File: config.mk
export PLATFORM = sky130hd
export DESIGN_NAME = soc_ifc_top
export DESIGN_NICKNAME = d
export VERILOG_FILES = /design/src/hw/soc_ifc_pkg.sv /design/src/hw/mbox_pkg.sv /design/src/hw/soc_ifc_regs.sv /design/src/hw/soc_ifc_boot_fsm.sv /design/src/hw/mbox_sram_ctrl.sv /design/src/hw/soc_ifc_top.sv
export SDC_FILE = /design/constraint.sdc
export NUM_CORES = 1
export LEC_CHECK = 0
export ABC_AREA = 1
export BUFFER_PORTS_ARGS = -buffer_cell sky130_fd_sc_hd__buf_4
export CAP_MARGIN = 25
export CORE_ASPECT_RATIO = 0.5
export CORE_MARGIN = 3
export CORE_UTILIZATION = 49
export CTS_BUF_LIST = sky130_fd_sc_hd__clkbuf_4
export CTS_CLUSTER_DIAMETER = 150
export CTS_CLUSTER_SIZE = 30
export DETAILED_ROUTE_END_ITERATION = 8
export PLACE_DENSITY = 0.95
export SYNTH_ARGS = -nofsm -noshare
export SYNTH_HDL_FRONTEND = slang
export SYNTH_SLANG_ARGS = --single-unit
export TNS_END_PERCENT = 100
File: constraint.sdc
create_clock -name clk -period 4.6 [get_ports clk]
set_clock_uncertainty 0.2 [all_clocks]
set_input_delay 0 -clock clk [delete_from_list [all_inputs] [get_ports clk]]
set_output_delay 0 -clock clk [all_outputs]
set_load 0.03 [all_outputs]
File: src/hw/soc_ifc_pkg.sv
// SoC interface register map and boot definitions
// APB widths, register offsets, generic wire bundle and boot sequencer
// states shared by the register block and the boot FSM

package soc_ifc_pkg;

    // ------------------------------------------------------------------
    // APB bus
    // ------------------------------------------------------------------
    localparam int APB_ADDR_W = 12;
    localparam int APB_DATA_W = 32;

    typedef logic [APB_ADDR_W-1:0] apb_addr_t;   // Byte offset inside the block
    typedef logic [APB_DATA_W-1:0] apb_data_t;

    // ------------------------------------------------------------------
    // Register map
    // ------------------------------------------------------------------
    localparam apb_addr_t ADDR_FLOW_STATUS   = 12'h000;
    localparam apb_addr_t ADDR_FUSE_DONE     = 12'h004;
    localparam apb_addr_t ADDR_GEN_OUT_LO    = 12'h008;
    localparam apb_addr_t ADDR_GEN_OUT_HI    = 12'h00C;
    localparam apb_addr_t ADDR_GEN_IN_LO     = 12'h010;   // Read only
    localparam apb_addr_t ADDR_GEN_IN_HI     = 12'h014;   // Read only
    localparam apb_addr_t ADDR_MBOX_DOORBELL = 12'h018;
    localparam apb_addr_t ADDR_INTR_EN       = 12'h01C;
    localparam apb_addr_t ADDR_INTR_STATUS   = 12'h020;

    // Mailbox window runs from here to the top of the space
    localparam apb_addr_t MBOX_WINDOW_BASE   = 12'h800;

    // Generic wires
    localparam int GEN_WIRES_W = 64;

    typedef logic [GEN_WIRES_W-1:0] gen_wires_t;

    // ------------------------------------------------------------------
    // Boot sequencing
    // ------------------------------------------------------------------
    typedef enum logic [1:0] {
        BOOT_IDLE,
        BOOT_FUSE,
        BOOT_WAIT,
        BOOT_DONE
    } boot_state_e;

    localparam int UC_RST_DELAY = 16;   // Cycles from fuse done to reset release
    localparam int UC_RST_CNT_W = $clog2(UC_RST_DELAY + 1);

    typedef logic [UC_RST_CNT_W-1:0] uc_rst_cnt_t;

endpackage

File: src/hw/mbox_pkg.sv
// Mailbox SRAM definitions
// Word address and data types plus the request and response bundles
// between the register block, the mailbox controller and the SRAM

package mbox_pkg;

    localparam int MBOX_ADDR_W = 9;    // 512 words behind the window
    localparam int MBOX_DATA_W = 32;

    typedef logic [MBOX_ADDR_W-1:0] mbox_addr_t;
    typedef logic [MBOX_DATA_W-1:0] mbox_data_t;

    // Window access from the APB side
    typedef struct packed {
        logic       valid;
        logic       write;
        mbox_addr_t addr;    // Word address
        mbox_data_t wdata;
    } mbox_req_t;

    typedef struct packed {
        logic       ack;     // Ends the APB access
        mbox_data_t rdata;
    } mbox_resp_t;

    // Single port SRAM strobe
    typedef struct packed {
        logic       cs;
        logic       we;
        mbox_addr_t addr;
        mbox_data_t wdata;
    } mbox_sram_req_t;

endpackage

File: src/hw/soc_ifc_regs.sv
// SoC interface register block
// APB slave with flow status, fuse done, generic wires, doorbell and
// interrupt registers; window accesses are handed to the mailbox controller

`timescale 1ns/1ps

module soc_ifc_regs (
    input  logic                     clk,
    input  logic                     rst_n_i,

    // APB from the SoC
    input  soc_ifc_pkg::apb_addr_t   paddr_i,
    input  logic                     psel_i,
    input  logic                     penable_i,
    input  logic                     pwrite_i,
    input  soc_ifc_pkg::apb_data_t   pwdata_i,
    output logic                     pready_o,
    output soc_ifc_pkg::apb_data_t   prdata_o,
    output logic                     pslverr_o,

    input  soc_ifc_pkg::gen_wires_t  generic_input_wires_i,
    output soc_ifc_pkg::gen_wires_t  generic_output_wires_o,

    output logic                     ready_for_fw_push_o,
    output logic                     ready_for_runtime_o,
    output logic                     mailbox_flow_done_o,
    output logic                     mailbox_data_avail_o,

    output logic                     error_intr_o,
    output logic                     notif_intr_o,

    // Boot sequencer
    output logic                     fuse_done_o,
    input  soc_ifc_pkg::boot_state_e boot_state_i,

    // Mailbox controller
    output mbox_pkg::mbox_req_t      mbox_req_o,
    input  mbox_pkg::mbox_resp_t     mbox_resp_i
);

    logic                    acc;          // APB access phase
    logic                    win_sel;
    logic                    reg_hit;
    logic                    reg_ro;
    logic                    dec_err;
    logic                    reg_wr;
    logic                    err_evt;
    logic                    notif_evt;
    logic                    intr_clr;
    soc_ifc_pkg::apb_data_t  reg_rdata;

    logic [2:0]              flow_sts_q;
    logic                    doorbell_q;
    logic                    err_en_q;
    logic                    notif_en_q;
    logic                    err_sts_q;
    logic                    notif_sts_q;
    soc_ifc_pkg::gen_wires_t gen_out_q;

    // ------------------------------------------------------------------
    // Address decode and read mux
    // ------------------------------------------------------------------
    assign acc     = psel_i & penable_i;
    assign win_sel = (paddr_i >= soc_ifc_pkg::MBOX_WINDOW_BASE);

    always_comb begin
        reg_hit   = 1'b1;
        reg_ro    = 1'b0;
        reg_rdata = '0;
        case (paddr_i)
            soc_ifc_pkg::ADDR_FLOW_STATUS:   reg_rdata = soc_ifc_pkg::apb_data_t'(flow_sts_q);
            soc_ifc_pkg::ADDR_FUSE_DONE: begin
                reg_rdata = soc_ifc_pkg::apb_data_t'(boot_state_i == soc_ifc_pkg::BOOT_DONE);
            end
            soc_ifc_pkg::ADDR_GEN_OUT_LO: begin
                reg_rdata = gen_out_q[soc_ifc_pkg::APB_DATA_W-1:0];
            end
            soc_ifc_pkg::ADDR_GEN_OUT_HI: begin
                reg_rdata = gen_out_q[soc_ifc_pkg::GEN_WIRES_W-1:soc_ifc_pkg::APB_DATA_W];
            end
            soc_ifc_pkg::ADDR_GEN_IN_LO: begin
                reg_ro    = 1'b1;
                reg_rdata = generic_input_wires_i[soc_ifc_pkg::APB_DATA_W-1:0];
            end
            soc_ifc_pkg::ADDR_GEN_IN_HI: begin
                reg_ro    = 1'b1;
                reg_rdata = generic_input_wires_i[soc_ifc_pkg::GEN_WIRES_W-1:
                                                  soc_ifc_pkg::APB_DATA_W];
            end
            soc_ifc_pkg::ADDR_MBOX_DOORBELL: reg_rdata = soc_ifc_pkg::apb_data_t'(doorbell_q);
            soc_ifc_pkg::ADDR_INTR_EN: begin
                reg_rdata = soc_ifc_pkg::apb_data_t'({notif_en_q, err_en_q});
            end
            soc_ifc_pkg::ADDR_INTR_STATUS: begin
                reg_rdata = soc_ifc_pkg::apb_data_t'({notif_sts_q, err_sts_q});
            end
            default: reg_hit = 1'b0;
        endcase
    end

    // Unmapped offset or write to an input register
    assign dec_err   = ~win_sel & (~reg_hit | (reg_ro & pwrite_i));
    assign err_evt   = acc & dec_err;
    assign reg_wr    = acc & ~win_sel & pwrite_i & ~dec_err;
    assign intr_clr  = reg_wr & (paddr_i == soc_ifc_pkg::ADDR_INTR_STATUS);
    assign notif_evt = reg_wr & (paddr_i == soc_ifc_pkg::ADDR_MBOX_DOORBELL) & pwdata_i[0];

    assign fuse_done_o = reg_wr & (paddr_i == soc_ifc_pkg::ADDR_FUSE_DONE) & pwdata_i[0];

    // Window reads wait for the controller ack, everything else is zero wait
    assign pready_o  = acc & (~win_sel | mbox_resp_i.ack);
    assign pslverr_o = err_evt;
    assign prdata_o  = win_sel ? mbox_resp_i.rdata : reg_rdata;

    // ------------------------------------------------------------------
    // Mailbox window request
    // ------------------------------------------------------------------
    assign mbox_req_o.valid = acc & win_sel;
    assign mbox_req_o.write = pwrite_i;
    assign mbox_req_o.addr  = mbox_pkg::mbox_addr_t'((paddr_i - soc_ifc_pkg::MBOX_WINDOW_BASE)
                                                      >> 2);
    assign mbox_req_o.wdata = pwdata_i;

    // ------------------------------------------------------------------
    // Register storage
    // ------------------------------------------------------------------
    always_ff @(posedge clk or negedge rst_n_i) begin
        if (!rst_n_i) begin
            flow_sts_q  <= '0;
            doorbell_q  <= 1'b0;
            err_en_q    <= 1'b0;
            notif_en_q  <= 1'b0;
            err_sts_q   <= 1'b0;
            notif_sts_q <= 1'b0;
            gen_out_q   <= '0;
        end else begin
            if (reg_wr) begin
                case (paddr_i)
                    soc_ifc_pkg::ADDR_FLOW_STATUS:   flow_sts_q <= pwdata_i[2:0];
                    soc_ifc_pkg::ADDR_GEN_OUT_LO: begin
                        gen_out_q[soc_ifc_pkg::APB_DATA_W-1:0] <= pwdata_i;
                    end
                    soc_ifc_pkg::ADDR_GEN_OUT_HI: begin
                        gen_out_q[soc_ifc_pkg::GEN_WIRES_W-1:soc_ifc_pkg::APB_DATA_W] <= pwdata_i;
                    end
                    soc_ifc_pkg::ADDR_MBOX_DOORBELL: doorbell_q <= pwdata_i[0];
                    soc_ifc_pkg::ADDR_INTR_EN:       {notif_en_q, err_en_q} <= pwdata_i[1:0];
                    default: ;
                endcase
            end
            // W1C, a new event in the same cycle wins
            err_sts_q   <= err_evt | (err_sts_q & ~(intr_clr & pwdata_i[0]));
            notif_sts_q <= notif_evt | (notif_sts_q & ~(intr_clr & pwdata_i[1]));
        end
    end

    assign ready_for_fw_push_o    = flow_sts_q[0];
    assign ready_for_runtime_o    = flow_sts_q[1];
    assign mailbox_flow_done_o    = flow_sts_q[2];
    assign mailbox_data_avail_o   = doorbell_q;
    assign generic_output_wires_o = gen_out_q;

    assign error_intr_o = err_sts_q & err_en_q;
    assign notif_intr_o = notif_sts_q & notif_en_q;

endmodule

File: src/hw/soc_ifc_boot_fsm.sv
// Boot sequencer
// Waits for fuse programming, then counts a fixed delay while the boot
// breakpoint is clear and finally releases the microcontroller reset

`timescale 1ns/1ps

module soc_ifc_boot_fsm (
    input  logic                     clk,
    input  logic                     rst_n_i,
    input  logic                     fuse_done_i,      // One cycle pulse
    input  logic                     boot_brkpoint_i,
    output soc_ifc_pkg::boot_state_e boot_state_o,
    output logic                     ready_for_fuses_o,
    output logic                     uc_rst_b_o
);

    soc_ifc_pkg::boot_state_e state_q, state_d;
    soc_ifc_pkg::uc_rst_cnt_t cnt_q, cnt_d;

    always_ff @(posedge clk or negedge rst_n_i) begin
        if (!rst_n_i) begin
            state_q <= soc_ifc_pkg::BOOT_IDLE;
            cnt_q   <= '0;
        end else begin
            state_q <= state_d;
            cnt_q   <= cnt_d;
        end
    end

    always_comb begin
        state_d = state_q;
        cnt_d   = cnt_q;
        case (state_q)
            soc_ifc_pkg::BOOT_IDLE: state_d = soc_ifc_pkg::BOOT_FUSE;
            soc_ifc_pkg::BOOT_FUSE: begin
                if (fuse_done_i) begin
                    state_d = soc_ifc_pkg::BOOT_WAIT;
                    cnt_d   = '0;
                end
            end
            soc_ifc_pkg::BOOT_WAIT: begin
                // Breakpoint freezes the count
                if (!boot_brkpoint_i) begin
                    if (cnt_q == soc_ifc_pkg::uc_rst_cnt_t'(soc_ifc_pkg::UC_RST_DELAY - 1)) begin
                        state_d = soc_ifc_pkg::BOOT_DONE;
                    end else begin
                        cnt_d = cnt_q + 1'b1;
                    end
                end
            end
            soc_ifc_pkg::BOOT_DONE: ;   // Stays here until reset
            default: state_d = soc_ifc_pkg::BOOT_IDLE;
        endcase
    end

    assign boot_state_o      = state_q;
    assign ready_for_fuses_o = (state_q == soc_ifc_pkg::BOOT_FUSE);
    assign uc_rst_b_o        = (state_q == soc_ifc_pkg::BOOT_DONE);

endmodule

File: src/hw/mbox_sram_ctrl.sv
// Mailbox SRAM access engine
// Turns window requests into one-cycle SRAM strobes; writes ack at once,
// reads ack one cycle later when the SRAM data is back

`timescale 1ns/1ps

module mbox_sram_ctrl (
    input  logic                     clk,
    input  logic                     rst_n_i,
    input  mbox_pkg::mbox_req_t      mbox_req_i,
    output mbox_pkg::mbox_resp_t     mbox_resp_o,
    output mbox_pkg::mbox_sram_req_t mbox_sram_req_o,
    input  mbox_pkg::mbox_data_t     mbox_sram_rdata_i
);

    logic rd_pend_q;   // SRAM read issued last cycle
    logic rd_start;

    // ------------------------------------------------------------------
    // SRAM strobe
    // ------------------------------------------------------------------
    // Request stays valid through the wait state, so mask the repeat strobe
    assign mbox_sram_req_o.cs    = mbox_req_i.valid & ~rd_pend_q;
    assign mbox_sram_req_o.we    = mbox_req_i.write;
    assign mbox_sram_req_o.addr  = mbox_req_i.addr;
    assign mbox_sram_req_o.wdata = mbox_req_i.wdata;

    assign rd_start = mbox_req_i.valid & ~mbox_req_i.write & ~rd_pend_q;

    always_ff @(posedge clk or negedge rst_n_i) begin
        if (!rst_n_i) begin
            rd_pend_q <= 1'b0;
        end else begin
            rd_pend_q <= rd_start;   // Clears itself after the ack cycle
        end
    end

    // ------------------------------------------------------------------
    // Response
    // ------------------------------------------------------------------
    assign mbox_resp_o.ack   = (mbox_req_i.valid & mbox_req_i.write) | rd_pend_q;
    assign mbox_resp_o.rdata = mbox_sram_rdata_i;

endmodule

File: src/hw/soc_ifc_top.sv
// SoC interface top level
// Connects the APB register block, the boot sequencer and the mailbox
// SRAM controller

`timescale 1ns/1ps

module soc_ifc_top (
    input  logic                     clk,
    input  logic                     rst_n_i,

    // APB from the SoC
    input  soc_ifc_pkg::apb_addr_t   paddr_i,
    input  logic                     psel_i,
    input  logic                     penable_i,
    input  logic                     pwrite_i,
    input  soc_ifc_pkg::apb_data_t   pwdata_i,
    output logic                     pready_o,
    output soc_ifc_pkg::apb_data_t   prdata_o,
    output logic                     pslverr_o,

    input  soc_ifc_pkg::gen_wires_t  generic_input_wires_i,
    output soc_ifc_pkg::gen_wires_t  generic_output_wires_o,

    // Boot and flow status
    input  logic                     boot_brkpoint_i,
    output logic                     ready_for_fuses_o,
    output logic                     ready_for_fw_push_o,
    output logic                     ready_for_runtime_o,
    output logic                     mailbox_data_avail_o,
    output logic                     mailbox_flow_done_o,
    output logic                     uc_rst_b_o,

    output logic                     error_intr_o,
    output logic                     notif_intr_o,

    // Mailbox SRAM
    output mbox_pkg::mbox_sram_req_t mbox_sram_req_o,
    input  mbox_pkg::mbox_data_t     mbox_sram_rdata_i
);

    logic                     fuse_done;
    soc_ifc_pkg::boot_state_e boot_state;
    mbox_pkg::mbox_req_t      mbox_req;
    mbox_pkg::mbox_resp_t     mbox_resp;

    // ------------------------------------------------------------------
    // Register block
    // ------------------------------------------------------------------
    soc_ifc_regs u_regs (
        .clk                    (clk),
        .rst_n_i                (rst_n_i),
        .paddr_i                (paddr_i),
        .psel_i                 (psel_i),
        .penable_i              (penable_i),
        .pwrite_i               (pwrite_i),
        .pwdata_i               (pwdata_i),
        .pready_o               (pready_o),
        .prdata_o               (prdata_o),
        .pslverr_o              (pslverr_o),
        .generic_input_wires_i  (generic_input_wires_i),
        .generic_output_wires_o (generic_output_wires_o),
        .ready_for_fw_push_o    (ready_for_fw_push_o),
        .ready_for_runtime_o    (ready_for_runtime_o),
        .mailbox_flow_done_o    (mailbox_flow_done_o),
        .mailbox_data_avail_o   (mailbox_data_avail_o),
        .error_intr_o           (error_intr_o),
        .notif_intr_o           (notif_intr_o),
        .fuse_done_o            (fuse_done),
        .boot_state_i           (boot_state),
        .mbox_req_o             (mbox_req),
        .mbox_resp_i            (mbox_resp)
    );

    // Boot sequencer
    soc_ifc_boot_fsm u_boot_fsm (
        .clk               (clk),
        .rst_n_i           (rst_n_i),
        .fuse_done_i       (fuse_done),
        .boot_brkpoint_i   (boot_brkpoint_i),
        .boot_state_o      (boot_state),
        .ready_for_fuses_o (ready_for_fuses_o),
        .uc_rst_b_o        (uc_rst_b_o)
    );

    // Mailbox window engine
    mbox_sram_ctrl u_mbox_ctrl (
        .clk               (clk),
        .rst_n_i           (rst_n_i),
        .mbox_req_i        (mbox_req),
        .mbox_resp_o       (mbox_resp),
        .mbox_sram_req_o   (mbox_sram_req_o),
        .mbox_sram_rdata_i (mbox_sram_rdata_i)
    );

endmodule

==> summary by stage <==
Status
The flow ran to the end, and the final reports show no timing, DRC or antenna violations.

Power
The design internal power is around 0.0011 W. The portion of total power attributed to combinational logic is between 20 and 25%. The power density relative to cell area is roughly 200 nW/um^2. Sequential cells burn about 46% of the power. The clock power share is approximately a third. Net switching is about 28% of the power. For this design the total switching power over the nets is ~0.00043 W. The analysis attributes to cell leakage a power of roughly 4.3 nW.

The worst ir drop on vdd is about 0.15 mV.

Timing
The final count of pins violating max slew is 0. For the final routed database, the setup TNS stands at 0 ps. At the pin with the least slew margin, the transition time is 670 ps. The total count of hold-check failures in the final report is 0.

The clock period could shrink to roughly 4000 ps. The portion of the clock cycle consumed by the worst path in the final layout is between 80% and 90%. The headroom to the max-slew limit is 55.3%. The maximum operating frequency is ~250 MHz. Setup repair after global routing left no endpoint under its margin. The final-report setup violation count is 0.

Logic synthesis
Synthesis produced a netlist whose cell count is 667. The mapped netlist covers 5100 sq um. In the synthesized netlist the dominant register cell turns out to be sky130_fd_sc_hd__dfrtp_1. The post-synthesis sequential area ratio is approximately 39%. Summing the areas of all compound-gate instances in the mapped netlist gives 16.5% of the synthesized area. The fraction of registers with async set or reset after synthesis is 100%. Summing the areas of all fa, ha and maj instances in the mapped netlist gives ~1.5% of the synthesized area. The dominant cell type by area after synthesis is sky130_fd_sc_hd__dfrtp_1. The number of flops mapped to enable cells by yosys is 0.

The synthesized netlist devotes 0% of its cell area to XOR and XNOR gates. Of the total synthesized cell area, the portion taken by AND, OR, NAND and NOR gates is between 20% and 30%. The post-synthesis area per instance is approximately 7.6 sq um. Synthesis produced a netlist with a net count of around 800.

The yosys synthesis warning count is 0. The most frequent cell after synthesis is sky130_fd_sc_hd__nand2_1. After synthesis the netlist holds a flip-flop and latch count of 80. The share of Yosys cell area claimed by the top area cell type is between 30% and 40%. After synthesis, the largest family of logic cells by area is simple AND/OR/NAND/NOR gates. In the post-synthesis netlist, the biggest area contributors are sky130_fd_sc_hd__dfrtp_1 (39%), sky130_fd_sc_hd__nand2_1 (14%), sky130_fd_sc_hd__buf_4 (6.6%).

Multiplexer cells account for 0% of the synthesized area. The number of different library cells used by synthesis comes to 33. Sorting the synthesized cells by how often they occur yields sky130_fd_sc_hd__nand2_1 (192), sky130_fd_sc_hd__dfrtp_1 (80), sky130_fd_sc_hd__inv_1 (70).

GRT
For this run the aggregate overflow at the end of global routing stands at 0. The met1 layer usage reported by global route is between 30% and 40%. The global router's overall resource usage is about a third.

The number of global-route vias before repair is 5,945. The global-route layer with the greatest usage is met2. The global routing met3 resource utilization is about 7.8%. The initial antenna violation count was 0. The global-route track usage on met2 is 57.7%.

The maximum number of pins on one net before global-route repair is a little over 80. The first global-routing pass estimated 29,200 microns of wire.

Critical path
The most numerous cell type found on the critical path is sky130_fd_sc_hd__nand2_1. The type of the worst setup path is primary input to flop. The worst-case register-to-register setup slack is between 2000 and 3000 ps. The arrival time reported for the critical path endpoint is 4230 ps. The stage delay of the slowest cell on the critical path is slightly above 600 ps. Traced cell by cell, the critical path runs through dlygate4sd3_1, buf_4, nand2_1, dlygate4sd3_1, nor2_1, dlygate4sd3_1, nand3_1, nand3_1, nor2_1, nand2_1, and2_4, nand2_4, nor2_4, buf_4, nand2_1, nand2_1. Along the worst path, the maximum fanout reaches 40. The worst setup path is launched from a primary input. In this design, the largest share of critical-path delay is due to buffers and inverters. The number of buffers and inverters on the critical path is 5. The cell with the largest stage delay on the worst path is sky130_fd_sc_hd__dlygate4sd3_1. The capturing element type of the critical path is a flop.

At the worst endpoint, the required time is around 4800 ps.

Floorplan
The initial core utilization is 52.1%. The floorplan step set the die width to ~150 microns. 295 I/O pins were placed. After floorplanning, the core was divided into 25 placement rows. The full die area is approximately 12,000 sq um. The die is 78.2 microns tall. The region available for standard cell placement spans 9790 sq um.

CTS
The longest clock path from root to sink contains 2 buffers. The number of buffers inserted during clock tree synthesis is 9. The root buffer cell chosen for the clock tree is sky130_fd_sc_hd__clkbuf_4. The clock drives 80 sinks. The number of H-tree branching levels is 3. The clock latency at the later pin of the worst-skew pair is around 420 ps. The register clock-pin slew on the reported worst setup and hold paths is approximately 130 ps.

TritonCTS built the clock tree.

Route
For this block, the routed nets add up to 19,300 microns of wire. For this block, the initial DRC count from the detailed router was 403. The first detailed-routing pass took 5 iterations.

In the routed layout, each cell is associated on average with a via count of around 5.4. The residual DRC count is 0. The total via count after detailed routing is between 5k and 6k.

The detail-routed net length per standard cell is between 15 and 20 microns. Once detail routing completed, the nets flagged for antenna violations numbered 0.

Layout
The utilization after layout is 78.8%. After the last flow step, the layout net total stands at approximately 1.1k. From synthesis to final layout, the design area changed by 51.1%. The finished layout cell area is approximately 7700 sq um.

The repair_antennas step left the layout with diodes totalling 0. The share of cells above drive strength 1 is 38.6%. The number of fillers in the final layout is about 660.

Min path
The tightest min-delay check is of the primary input to output port type.

Run
The number of max-cap violations is 0.

Placement
At the end of routability-driven placement, the weighted congestion stood at 0.941. The half-perimeter wire length after placement is around 14,000 microns. Summing all placed instances gives a cell area of 7020 sq um. During placement, the flow inserted port buffers numbering about 290.
-- routing by layer --
layer	share of wire [%]	vias up	routed length, microns
met5	0	-	0
met4	3.0	0	587
met3	8.6	60	1670
met2	52	320	10000
met1	36	2866	7040
li1	-	2713	-
-- final timing paths --
kind	start	depth (start not counted)	endpoint
setup reg to reg	u_mbox_ctrl.rd_pend_q	5	u_mbox_ctrl.rd_pend_q
hold reg to reg	u_boot_fsm.cnt_q[4]	2	u_boot_fsm.cnt_q[4]
min in group asynchronous	rst_n_i	3	u_boot_fsm.cnt_q[3]
hold / removal	paddr_i[9]	2	mbox_sram_req_o[39]
max in group asynchronous	rst_n_i	4	u_regs.generic_output_wires_o[47]
setup / recovery	paddr_i[3]	16	u_regs.generic_output_wires_o[22]
-- layout by cell type (no fill, tap or decap), types with 3 or more instances in the layout --
cell,count
sky130_fd_sc_hd__buf_4,297
sky130_fd_sc_hd__nand2_1,192
sky130_fd_sc_hd__dfrtp_1,80
sky130_fd_sc_hd__inv_1,70
sky130_fd_sc_hd__dlygate4sd3_1,51
sky130_fd_sc_hd__nor2_1,44
sky130_fd_sc_hd__o21ai_0,39
sky130_fd_sc_hd__a221oi_1,31
sky130_fd_sc_hd__nand3_1,29
sky130_fd_sc_hd__nand2_2,21
sky130_fd_sc_hd__o21ai_2,19
sky130_fd_sc_hd__o21ai_1,18
sky130_fd_sc_hd__clkbuf_4,10
sky130_fd_sc_hd__nand4_1,9
sky130_fd_sc_hd__o211ai_1,7
sky130_fd_sc_hd__ha_1,6
sky130_fd_sc_hd__nor2_4,5
sky130_fd_sc_hd__a21oi_1,4
sky130_fd_sc_hd__inv_2,3
sky130_fd_sc_hd__o22ai_1,3
sky130_fd_sc_hd__nor3_1,3
-- what timing repair did --
item | 4_1_cts | 5_1_grt
buffers inserted | 0 | 0
gates resized for setup | 0 | 0
endpoints found under the hold margin | 160 | 7
hold buffers | 50 | 1
-- cell type report --
type	count	area (sq um)	area share [%]
Clock buffer	10	75.1	0.974
Clock inverter	6	82.6	1.07
Inverter	74	278	3.60
Timing Repair Buffer	350	2780	36.1
Multi-Input combinational cell	442	2320	30.1
Sequential cell	80	2000	26.0
Tap cell	135	169	2.19
-- power groups by stage --
stage | registers [W] | logic [W] | clock network, W
3_3_place_gp | 0.000717 | 0.000290 | 0
5_1_grt | 0.000704 | 0.000355 | 0.000509
3_5_place_dp | 0.000717 | 0.000294 | 0
6_report | 0.000704 | 0.000337 | 0.000477
4_1_cts | 0.000704 | 0.000329 | 0.000478
2_1_floorplan | 0.000717 | 0.000133 | 0
-- registers in the layout, summed over array words and instances, names as in the netlist --
signal	flops
u_boot_fsm.boot_state_o	2
u_mbox_ctrl.rd_pend_q	1
u_regs.notif_sts_q	1
u_regs.generic_output_wires_o	64
u_regs.flow_sts_q	3
u_regs.err_en_q	1
u_boot_fsm.cnt_q	5
u_regs.notif_en_q	1
u_regs.mailbox_data_avail_o	1
u_regs.err_sts_q	1
-- kinds of logic after synthesis --
group,count (synthesis)
DFF,80
adders and majority gates,6
AOI/OAI and AO/OA,124
and+or+nand+nor,312
buffers and inverters,145
-- stage by stage --
stage | std cells | setup slack [ps] | power [W] | hold WS (ps)
2_1_floorplan | 667 | 2860 | 0.000851 | -496
6_report | 1097 | 552 | 0.00152 | 33.0
3_3_place_gp | 1028 | 1490 | 0.00101 | 22.2
5_1_grt | 1097 | 362 | 0.00157 | 42.3
4_1_cts | 1095 | 690 | 0.00151 | 25.3
3_5_place_dp | 1029 | 1350 | 0.00101 | 24.2
(Power assumes the default switching activity.)
